`src/mapper_pkg.sv`:
```
/* shared types and register map for the 68000 bus mapper
   import with mapper_pkg::* inside a module body */
`default_nettype none

package mapper_pkg;

    localparam int NUM_REGIONS = 8;    // programmable windows
    localparam int REG_COUNT   = 32;   // byte-wide mapper registers

    // register map
    localparam logic [4:0] REG_SND_LATCH   = 5'd3;  // sound CPU latch
    localparam logic [4:0] REG_REGION_BASE = 5'd16; // ctrl at 16+2r, base at 17+2r

    localparam logic [2:0] FC_INT_ACK = 3'd7;       // cpu space, interrupt acknowledge

    // CPU bus as seen by the mapper
    typedef struct packed {
        logic        as_n;  // address strobe
        logic [1:0]  ds_n;  // upper/lower data strobes
        logic [1:0]  wr_n;  // byte write strobes
        logic [2:0]  fc;    // function code
        logic [23:1] addr;  // word address
        logic [15:0] dout;  // cpu write data
    } cpu_bus_t;

    // one register write from the protection MCU
    typedef struct packed {
        logic       wr;
        logic [4:0] addr;
        logic [7:0] data;
    } mcu_wr_t;

    // window size sets how many upper address bits take part in the compare
    typedef enum logic [1:0] {
        SZ_64K  = 2'd0,     // 8 bits
        SZ_128K = 2'd1,     // 7 bits
        SZ_512K = 2'd2,     // 5 bits
        SZ_2M   = 2'd3      // 3 bits
    } region_size_e;

    typedef struct packed {
        logic [7:0]   base;
        region_size_e size;
        logic [1:0]   waits;  // extra acknowledge periods
    } region_cfg_t;

    typedef region_cfg_t [NUM_REGIONS-1:0] region_cfg_arr_t;

    // acknowledge sequencer
    typedef enum logic [1:0] {
        IDLE,
        COUNT,
        ACK
    } dtack_state_e;

endpackage

`default_nettype wire

```
`src/mapper_regs.sv`:
```
/* mapper register file, written by the CPU until the MCU takes over
   also unpacks the window config and keeps the sound latch flag */
`timescale 1ns/1ps
`default_nettype none

module mapper_regs (
    input  wire logic                        clk,
    input  wire logic                        rst,
    input  wire mapper_pkg::cpu_bus_t        cpu,
    input  wire mapper_pkg::mcu_wr_t         mcu,
    input  wire logic                        unmapped,   // no window claims the address
    input  wire logic                        sndmap_rd,  // sound CPU reads the latch
    output      mapper_pkg::region_cfg_arr_t cfg,
    output      logic [7:0]                  sndmap_dout,
    output      logic                        sndmap_obf
);
    import mapper_pkg::*;

    logic [7:0] mmr [REG_COUNT];
    logic       cpu_sel;    // 1 while the CPU owns register writes
    logic       cpu_wr;
    logic       wren;
    logic [4:0] asel;
    logic [7:0] din;

    // registers live in the hole left by the windows, low byte lane only
    assign cpu_wr = ~cpu.as_n & ~cpu.wr_n[0] & unmapped;

    // write source mux
    always_comb begin
        if (mcu.wr) begin           // MCU write always lands
            asel = mcu.addr;
            din  = mcu.data;
            wren = 1'b1;
        end else begin
            asel = cpu.addr[5:1];
            din  = cpu.dout[7:0];
            wren = cpu_sel & cpu_wr;    // repeats each clock, same value
        end
    end

    always_ff @(posedge clk or posedge rst) begin
        if (rst) begin
            for (int i = 0; i < REG_COUNT; i++) begin
                mmr[i] <= 8'd0;
            end
            cpu_sel    <= 1'b1;
            sndmap_obf <= 1'b0;
        end else begin
            if (mcu.wr) cpu_sel <= 1'b0;    // sticky until reset
            if (wren) begin
                mmr[asel] <= din;
                if (asel == REG_SND_LATCH) sndmap_obf <= 1'b1;
            end
            if (sndmap_rd) sndmap_obf <= 1'b0; // read beats a same-clock write
        end
    end

    assign sndmap_dout = mmr[REG_SND_LATCH];

    // window r: control byte then base byte
    always_comb begin
        for (int r = 0; r < NUM_REGIONS; r++) begin
            cfg[r].base  = mmr[REG_REGION_BASE + 2*r + 1];
            cfg[r].size  = region_size_e'(mmr[REG_REGION_BASE + 2*r][1:0]);
            cfg[r].waits = mmr[REG_REGION_BASE + 2*r][3:2];
        end
    end

endmodule

`default_nettype wire

```
`src/region_decoder.sv`:
```
/* priority decode of the CPU address against the eight windows
   purely combinational, gives the one-hot select and its wait count */
`timescale 1ns/1ps
`default_nettype none

module region_decoder (
    input  wire logic [23:1]                        addr,
    input  wire logic [2:0]                         fc,
    input  wire mapper_pkg::region_cfg_arr_t        cfg,
    output      logic [mapper_pkg::NUM_REGIONS-1:0] active,
    output      logic                               unmapped,
    output      logic [1:0]                         waits
);
    import mapper_pkg::*;

    logic [NUM_REGIONS-1:0] hit;    // raw matches, may overlap
    logic                   iack;
    logic                   found;

    // bits of the base that take part in the compare
    function automatic logic [7:0] size_mask(input region_size_e size);
        case (size)
            SZ_64K:  size_mask = 8'hff;
            SZ_128K: size_mask = 8'hfe;
            SZ_512K: size_mask = 8'hf8;
            default: size_mask = 8'he0;  // 2 MB
        endcase
    endfunction

    assign iack = fc == FC_INT_ACK; // vector fetch, not a memory access

    always_comb begin
        for (int r = 0; r < NUM_REGIONS; r++) begin
            hit[r] = ((addr[23:16] ^ cfg[r].base) & size_mask(cfg[r].size)) == 8'd0;
        end
    end

    // lowest index wins
    always_comb begin
        active = '0;
        waits  = 2'd0;
        found  = 1'b0;
        for (int r = 0; r < NUM_REGIONS; r++) begin
            if (hit[r] && !found && !iack) begin
                active[r] = 1'b1;
                waits     = cfg[r].waits;
                found     = 1'b1;
            end
        end
    end

    assign unmapped = ~found;   // opens the register window

endmodule

`default_nettype wire

```
`src/dtack_gen.sv`:
```
/* CPU clock enables from a fractional divider and DTACK timing
   dtack_n falls after 1+waits enable pulses, held until as_n rises */
`timescale 1ns/1ps
`default_nettype none

module dtack_gen #(
    parameter int CEN_NUM = 29,     // enables per CEN_DEN clocks
    parameter int CEN_DEN = 146
) (
    input  wire logic                 clk,
    input  wire logic                 rst,
    input  wire mapper_pkg::cpu_bus_t cpu,
    input  wire logic                 bus_cs,   // access goes to a shared bus
    input  wire logic                 bus_busy, // shared bus not ready
    input  wire logic [1:0]           waits,
    output      logic                 cpu_cen,
    output      logic                 cpu_cenb,
    output      logic                 dtack_n
);
    import mapper_pkg::*;

    // accumulator runs at twice the rate, odd and even overflows split cen/cenb
    localparam int          AW    = $clog2(CEN_DEN + 2*CEN_NUM) + 1;
    localparam logic [AW-1:0] STEP  = AW'(2*CEN_NUM);
    localparam logic [AW-1:0] DEN_W = AW'(CEN_DEN);

    logic [AW-1:0] acc;
    logic [AW-1:0] sum;
    logic          tick;
    logic          phase;   // selects which enable the next overflow gives

    assign sum  = acc + STEP;
    assign tick = sum >= DEN_W;

    always_ff @(posedge clk or posedge rst) begin
        if (rst) begin
            acc      <= '0;
            phase    <= 1'b0;
            cpu_cen  <= 1'b0;
            cpu_cenb <= 1'b0;
        end else begin
            acc      <= tick ? sum - DEN_W : sum;
            phase    <= phase ^ tick;
            cpu_cen  <= tick & ~phase;
            cpu_cenb <= tick & phase;   // half a period after cpu_cen
        end
    end

    dtack_state_e state;
    logic [1:0]   cnt;          // enable pulses seen so far
    logic         strobe;
    logic         count_en;

    assign strobe   = ~cpu.as_n & ~&cpu.ds_n;
    assign count_en = cpu_cen & ~(bus_cs & bus_busy);   // stall on back-pressure

    always_ff @(posedge clk or posedge rst) begin
        if (rst) begin
            state <= IDLE;
            cnt   <= 2'd0;
        end else begin
            case (state)
                IDLE: if (strobe) begin
                    if (count_en && waits == 2'd0) begin
                        state <= ACK;
                    end else begin
                        state <= COUNT;
                        cnt   <= count_en ? 2'd1 : 2'd0;
                    end
                end
                COUNT: if (cpu.as_n) begin
                    state <= IDLE;      // cycle dropped early
                end else if (count_en) begin
                    if (cnt == waits) state <= ACK;
                    else cnt <= cnt + 2'd1;
                end
                ACK: if (cpu.as_n) state <= IDLE;
                default: state <= IDLE;
            endcase
        end
    end

    assign dtack_n = state != ACK;

endmodule

`default_nettype wire

```
`src/irq_ctrl.sv`:
```
/* level 4 autovectored interrupt raised on the vertical blank rising edge
   vpa_n answers the acknowledge cycle, which also drops the request */
`timescale 1ns/1ps
`default_nettype none

module irq_ctrl (
    input  wire logic                 clk,
    input  wire logic                 rst,
    input  wire mapper_pkg::cpu_bus_t cpu,
    input  wire logic                 vint,     // vertical blank
    output      logic [2:0]           ipl_n,
    output      logic                 vpa_n
);
    import mapper_pkg::*;

    logic last_vint;
    logic irq_pend;
    logic iack;

    assign iack  = cpu.fc == FC_INT_ACK && !cpu.as_n;
    assign vpa_n = ~iack;                               // autovector
    assign ipl_n = irq_pend ? 3'b011 : 3'b111;          // level 4 active low

    always_ff @(posedge clk or posedge rst) begin
        if (rst) begin
            last_vint <= 1'b0;
            irq_pend  <= 1'b0;
        end else begin
            last_vint <= vint;
            if (iack) begin
                irq_pend <= 1'b0;
            end else if (vint && !last_vint) begin
                irq_pend <= 1'b1;   // rising edge only
            end
        end
    end

endmodule

`default_nettype wire

```
`src/cpu_mapper_top.sv`:
```
/* top of the 68000 bus mapper, ties registers, decoder, DTACK and interrupts
   CEN_NUM/CEN_DEN set the CPU clock enable ratio */
`timescale 1ns/1ps
`default_nettype none

module cpu_mapper_top #(
    parameter int CEN_NUM = 29,
    parameter int CEN_DEN = 146
) (
    input  wire logic                               clk,
    input  wire logic                               rst,
    input  wire mapper_pkg::cpu_bus_t               cpu,
    input  wire mapper_pkg::mcu_wr_t                mcu,
    input  wire logic                               bus_cs,
    input  wire logic                               bus_busy,
    input  wire logic                               vint,
    input  wire logic                               sndmap_rd,
    output      logic                               cpu_cen,
    output      logic                               cpu_cenb,
    output      logic                               dtack_n,
    output      logic [2:0]                         ipl_n,
    output      logic                               vpa_n,
    output      logic [mapper_pkg::NUM_REGIONS-1:0] active,
    output      logic [7:0]                         sndmap_dout,
    output      logic                               sndmap_obf
);
    import mapper_pkg::*;

    region_cfg_arr_t cfg;       // window setup from the register file
    logic            unmapped;  // no window hit, registers are visible
    logic [1:0]      waits;     // wait states of the selected window

    mapper_regs u_mapper_regs (
        .clk         (clk),
        .rst         (rst),
        .cpu         (cpu),
        .mcu         (mcu),
        .unmapped    (unmapped),
        .sndmap_rd   (sndmap_rd),
        .cfg         (cfg),
        .sndmap_dout (sndmap_dout),
        .sndmap_obf  (sndmap_obf)
    );

    region_decoder u_region_decoder (
        .addr     (cpu.addr),
        .fc       (cpu.fc),
        .cfg      (cfg),
        .active   (active),
        .unmapped (unmapped),
        .waits    (waits)
    );

    dtack_gen #(
        .CEN_NUM (CEN_NUM),
        .CEN_DEN (CEN_DEN)
    ) u_dtack_gen (
        .clk      (clk),
        .rst      (rst),
        .cpu      (cpu),
        .bus_cs   (bus_cs),
        .bus_busy (bus_busy),
        .waits    (waits),
        .cpu_cen  (cpu_cen),
        .cpu_cenb (cpu_cenb),
        .dtack_n  (dtack_n)
    );

    irq_ctrl u_irq_ctrl (
        .clk   (clk),
        .rst   (rst),
        .cpu   (cpu),
        .vint  (vint),
        .ipl_n (ipl_n),
        .vpa_n (vpa_n)
    );

endmodule

`default_nettype wire

```
`config.mk`:
```
export PLATFORM = sky130hd
export DESIGN_NAME = cpu_mapper_top
export DESIGN_NICKNAME = d
export VERILOG_FILES = /design/src/mapper_pkg.sv /design/src/mapper_regs.sv /design/src/region_decoder.sv /design/src/dtack_gen.sv /design/src/irq_ctrl.sv /design/src/cpu_mapper_top.sv
export SDC_FILE = /design/constraint.sdc
export NUM_CORES = 1
export LEC_CHECK = 0
export ABC_AREA = 1
export ABC_CLOCK_PERIOD_IN_PS = 4900
export BUFFER_PORTS_ARGS = -buffer_cell sky130_fd_sc_hd__buf_4
export CORE_MARGIN = 4
export CORE_UTILIZATION = 37
export CTS_BUF_LIST = sky130_fd_sc_hd__clkbuf_16
export DETAILED_ROUTE_END_ITERATION = 12
export PLACE_DENSITY = 0.63
export SYNTH_ARGS = -nofsm -noshare
export SYNTH_HDL_FRONTEND = slang
export SYNTH_SLANG_ARGS = --single-unit
```
`constraint.sdc`:
```
create_clock -name clk -period 4.9 [get_ports clk]
set_clock_uncertainty 0.1 [all_clocks]
set_input_delay 0.735 -clock clk [delete_from_list [all_inputs] [get_ports clk]]
set_output_delay 0.735 -clock clk [all_outputs]
set_load 0.01 [all_outputs]
```
# Yosys cells after proc, flatten, opt, wreduce, memory -nomap -nowiden

Index checks and enable logic that the tools add are counted.

Bits in registers: 276
Input bits: 67
Output and inout bits: 24
Logic and storage cells: 224

$add $sub $neg: 3
Order comparisons: 3
Equality and inequality tests: 30
Mux-type cells: 58
Bitwise operators: 32
Reduce and logical (&&, ||, !) cells: 56

Operator list:

| operator                                                          | count |
|---|---|
| bitwise mux 256 bit                                               | 1 |
| case mux 5 bit (3 select lines)                                   | 8 |
| AND 8 bit                                                         | 8 |
| logical NOT 8 bit                                                 | 8 |
| bitwise XOR 8 bit                                                 | 8 |
| demux 8 bit (select 5 bit)                                        | 1 |
| 2-to-1 mux 2 bit                                                  | 19 |
| 2-to-1 mux 1 bit                                                  | 22 |
| logical NOT 2 bit                                                 | 10 |
| logical AND 1 bit                                                 | 19 |
| == test 2 x 1 -> 1 bit, second input constant                     | 9 |
| == test 2 bit, second input constant                              | 9 |
| 2-to-1 mux 8 bit                                                  | 2 |
| logical NOT 1 bit                                                 | 11 |
| inequality test 2 bit, second input constant                      | 5 |
| adder 9 x 6 -> 9 bit, second input constant                       | 1 |
| greater-or-equal comparator 9 x 8 -> 1 bit, second input constant | 1 |
| 2-to-1 mux 9 bit                                                  | 1 |
| subtractor 9 x 8 -> 9 bit, second input constant                  | 1 |
| AND 1 bit                                                         | 8 |
| nonzero test 2 bit                                                | 4 |
| greater-or-equal comparator 6 bit, second input constant          | 1 |
| less-than comparator 6 x 1 -> 1 bit, second input constant        | 1 |
| inequality test 3 x 2 -> 1 bit, second input constant             | 2 |
| other kinds (15)                                                  | 22 |

# Logic depth before layout (Yosys ltp)

Depth after elaboration: 40
Depth in mapped cells: 23
Mapped depth without buffers: 22

# Cells and area by module

From an unflattened synthesis, not the netlist that was laid out.

Cells, all modules: 981
Area total of the unflattened synthesis: 7304.5 um2

Modules (own cells, without submodules):

| module         | times used | cells an instance | area an instance (um2) |
|---|---|---|---|
| mapper_regs    | 1          | 545               | 4650.7 |
| region_decoder | 1          | 277               | 1425.1 |
| dtack_gen      | 1          | 144               | 1116.1 |
| irq_ctrl       | 1          | 15                | 112.6 |

# Least setup slack after synthesis

No wires, ideal clock.

Path kind: input to register
From: input cpu[31] (netlist bit)
To: register u_mapper_regs.mmr (netlist bit u_mapper_regs.cfg[93])
Setup time: 0.120 ns
Arrival time: 2.483 ns
Required time: 4.680 ns
Path slack: 2.197 ns
Stages: 16
Path through: buf_4 -> nand2_1 -> inv_1 -> nor2_1 -> o21ai_0 -> nand2_2 -> nand3_4 -> nor2_8 -> nand4_4 -> o21ai_4 -> nand2_4 -> nor2_1 -> inv_2 -> buf_6 -> nand2_1 -> o21ai_2

Cells in the longest elaborated chain, start to end: 37

Ends and longest elaborated chain:

| element                        | RTL line             | RTL |
|---|---|---|
| start: declaration             | cpu_mapper_top.sv:12 | `input wire mapper_pkg::cpu_bus_t cpu,` |
| bitwise XOR 8 bit              | region_decoder.sv:34 | `hit[r] = ((addr[23:16] ^ cfg[r].base) & size_mask(cfg[r].size)) == 8'd0;` |
| AND 8 bit                      | region_decoder.sv:34 |  |
| logical NOT 8 bit              | region_decoder.sv:34 |  |
| logical AND 1 bit              | region_decoder.sv:44 | `if (hit[r] && !found && !iack) begin` |
| 2-to-1 mux 1 bit               | region_decoder.sv:44 |  |
| logical NOT 1 bit              | region_decoder.sv:44 |  |
| logical AND 1 bit (2 in a row) | region_decoder.sv:44 |  |
| 2-to-1 mux 1 bit               | region_decoder.sv:44 |  |
| [... 19 more ...]              | n/a                  |  |
| 2-to-1 mux 1 bit               | region_decoder.sv:44 |  |
| logical NOT 1 bit              | region_decoder.sv:44 |  |
| logical AND 1 bit (2 in a row) | region_decoder.sv:44 |  |
| 2-to-1 mux 1 bit *             | region_decoder.sv:44 |  |
| inverter 1 bit *               | region_decoder.sv:52 | `assign unmapped = ~found;` |
| AND 1 bit *                    | mapper_regs.sv:27    | `assign cpu_wr = ~cpu.as_n & ~cpu.wr_n[0] & unmapped;` |
| AND 1 bit *                    | mapper_regs.sv:38    | `wren = cpu_sel & cpu_wr;` |
| 2-to-1 mux 1 bit *             | mapper_regs.sv:31    | `if (mcu.wr) begin` |
| end signal: indexed assignment | mapper_regs.sv:52    | `mmr[asel] <= din;` |
| end: declaration               | mapper_regs.sv:19    | `logic [7:0] mmr [REG_COUNT];` |

Every way passes the cells marked *; elsewhere a longest branch is shown, timed or not.
A chain may end at the register's enable or synchronous reset.

# Worst setup path in the final report

From: input mcu[13] (netlist bit)
To: register u_mapper_regs.mmr (netlist bit u_mapper_regs.cfg[6])

Cells in the longest elaborated chain, start to end: 7

Ends and longest elaborated chain:

| element                                                                                                        | RTL line             | RTL |
|---|---|---|
| start: declaration                                                                                             | cpu_mapper_top.sv:13 | `input wire mapper_pkg::mcu_wr_t mcu,` |
| 2-to-1 mux 5 bit                                                                                               | mapper_regs.sv:31    |  |
| inverter 5 -> 6 bit (implied by the code)                                                                      | mapper_regs.sv:52    |  |
| greater-or-equal comparator 6 bit (implied by the code) or less-than comparator 6 x 1 -> 1 bit (tied branches) | mapper_regs.sv:52    |  |
| logical AND 1 bit (implied by the code)                                                                        | mapper_regs.sv:52    |  |
| 2-to-1 mux 8 bit (implied by the code)                                                                         | mapper_regs.sv:52    |  |
| demux 8 bit (select 5 bit)                                                                                     | mapper_regs.sv:52    |  |
| bitwise mux 256 bit                                                                                            | mapper_regs.sv:52    |  |

Parallel ways exist; a longest one is shown, timed or not.

==> results.yml <==
floorplanning:
  rows: 49
  initial_core_util_pct: 37.7
  die_area_um2: 20600
  die_height_um: 143
  die_width_um: 143
  io_pins: 91
  coreArea_um2: 18000
placement:
  gp_congestion: 0.817
  preCtsSetupSlack_ns: 1.21
  port-buffer-count: 69
  dp_hpwl_mm: 11.9
  dpl.cell_count: 1148
  place_area_um2: 7440
synth:
  ys_seq_area_share_pct: 45.3
  synthDominantCellAreaShare_pct: 45.0
  yosys.area.top_type: "dfrtp_1"
  avgSynthCellArea_um2: 7.82
  yosys_warnings: 0
  synth_seq_cells: 123
  yosysUniqueCellTypes: 40
  synthArstFlopShare_pct: 100
  synthCells: 868
  synth.area.top_cells: "dfrtp_1, nand2_1, inv_1"
  synth_edf_count: 0
  syn_area_um2: 6790
  ys.flop_type: "dfrtp_1"
clock_network:
  path_clk_slew_ns: 0.05
  clock_latency_ns: 0.42
  cts.sinks: 123
  max-clock-path-buffers: 2
  postCtsSetupRepairBufs: 0
  cts-htree-levels: 4
  cts.repair.resized: 0
  cts_root_buf: "clkbuf_16"
  ctsHoldBuffers: 0
  cts_tree: "yes"
  numCtsBuffers: 17
timing:
  worst_slew_pin_slew_ns: 0.883
  rsz0062_at_grt: "false"
  slew_viol_final: 0
  period_needed_ns: 3.23
  setup_viol: 0
  fin_crit_sh_pct: 65.9
  setup_ws_ns: 1.67
  finalHoldViolCount: 0
  tns_ns: 0
  holdWs_ns: 0.329
  fmax_mhz: 310
  slew_headroom_pct: 41.1
power:
  ir_drop_v: 0.000273
  power_mw: 3.73
  powerDensity_nw_per_um2: 463
  internal_power_mw: 2.53
  clkPwrFrac_pct: 35.1
  p_comb_share_pct: 25.6
  power_leakage_nw: 4.00
  power.switching_mw: 1.19
  power_frac_seq_pct: 39.3
  p_sw_share_pct: 32.0
finish:
  stdcell_count: 1180
  final_util_pct: 44.7
  area_growth_pct: 18.5
  final_common_cell: "nand2_1"
  nets: 1009
  num_antenna_cells: 0
  final_layout_size_suffix_gt1_share_pct: 16.3
  post-route-cell-area_um2: 8050
  most-common-layout-cells: "nand2_1, dfrtp_1, inv_1, buf_4, nor2_1"
route:
  finalWirelength_mm: 16.5
  drt-initial-drc-count: 342
  vias: 5563
  detail-route-antenna-nets: 0
  drc: 0
  via_per_inst: 4.71
  drtPass1Iterations: 5
  wl_per_cell_um: 14.0
worst_setup_path:
  arrival_ns: 3.40
  ff2ff_path_depth: 14
  cp-start-kind: "input port"
  path_class: "in -> reg"
  r2r_end: "u_mapper_regs.cfg[6]"
  ff2ff_setup_slack_ns: 1.97
  critical_path_required_ns: 5.07
  critPathMaxFanout: 15
  r2r-start: "u_mapper_regs.cfg[28]"
  critPathCaptureType: "register"
min_path:
  hold_class: "in -> reg"
  hold_end: "u_irq_ctrl.last_vint"
  holdCritStartpoint: "vint"
  holdPathStages: 1
grt:
  grt_pass1_wl_mm: 27.4
  grt_use_total_pct: 17.0
  grt-ovfl-total: 0
  antenna_found_initial: 0
  grt_pass1_vias: 5403
  grt_max_degree: 72
outcome:
  status: "complete, no violations"
job:
  drv_cap: 0
kinds of logic (layout without fill, tap and decap cells):
logic type                 after synthesis  in the layout  share of synthesized area (%)
other                                    1              2                         0.0552
xor gates and xnor gates                48             48                           6.19
muxes                                    1              1                          0.147
DFF                                    123            123                           45.3
and+or+nand+nor                        419            419                           27.5
AOI/OAI and AO/OA                      139            139                           11.2
adders and majority gates                4              4                          0.737
buffers and inverters                  133            215                           8.82
flip-flops by register name (all words and copies together) (netlist names), 2 cells and up:
signal and flops:
u_dtack_gen.acc 8, u_dtack_gen.cnt 2, u_mapper_regs.sndmap_dout 8, u_mapper_regs.cfg 96
u_dtack_gen.state 2
cell usage after synthesis (4+ instances only):
cell / n
nand2_1: 273
dfrtp_1: 122
inv_1: 98
nor2_1: 71
o21ai_0: 68
xnor2_1: 40
nand3_1: 31
o21ai_1: 28
a21oi_1: 24
inv_2: 12
nor2_4: 10
buf_4: 9
nand4_1: 9
buf_6: 8
o21ai_2: 8
xor2_1: 8
or2_2: 6
ha_1: 4
nand2_4: 4
worst max-delay path by stage:
stage,from,endpoint,slack [ns],cells after the start
6_report,mcu[13],u_mapper_regs.cfg[6],1.67,11
5_1_grt,mcu[13],u_mapper_regs.cfg[6],1.33,11
3_5_place_dp,mcu[13],u_mapper_regs.cfg[6],1.21,11
3_3_place_gp,mcu[13],u_mapper_regs.cfg[6],1.24,11
4_1_cts,mcu[13],u_mapper_regs.cfg[6],1.63,11
2_1_floorplan,rst,u_dtack_gen.acc[1],0.80,1
power by group through the flow:
stage | clock network [mW] | registers [mW] | logic, mW
2_1_floorplan | 0 | 1.45 | 0.732
3_3_place_gp | 0 | 1.47 | 0.938
3_5_place_dp | 0 | 1.48 | 0.959
4_1_cts | 1.32 | 1.47 | 0.965
5_1_grt | 1.37 | 1.50 | 1.10
6_report | 1.31 | 1.47 | 0.954
per-layer routing:
metal / track usage [%] / part of all wire (%)
met4: 5.50 / 1.7
met2: 27.7 / 49
met3: 3.79 / 3.5
met1: 22.6 / 46
met5: 0 / 0
worst max-delay path: stages:
cell and delay, ns:
buf_4 0.20, inv_1 0.29, or2_2 0.36, o21ai_0 0.17, inv_1 0.14, nor2_1 0.25, nand2_1 0.25, nor2_1 0.60
inv_1 0.21, nand2_1 0.10, o21ai_0 0.07
final cells by class:
| cell class | count | area [um^2] |
|---|---|---|
| Clock buffer | 17 | 425 |
| Clock inverter | 15 | 180 |
| Fill cell | 1808 | 9970 |
| Inverter | 111 | 422 |
| Multi-Input combinational cell | 613 | 3120 |
| Sequential cell | 123 | 3080 |
| Tap cell | 229 | 287 |
| Timing Repair Buffer | 72 | 541 |
Note: power is estimated with default switching activity, not from simulation.
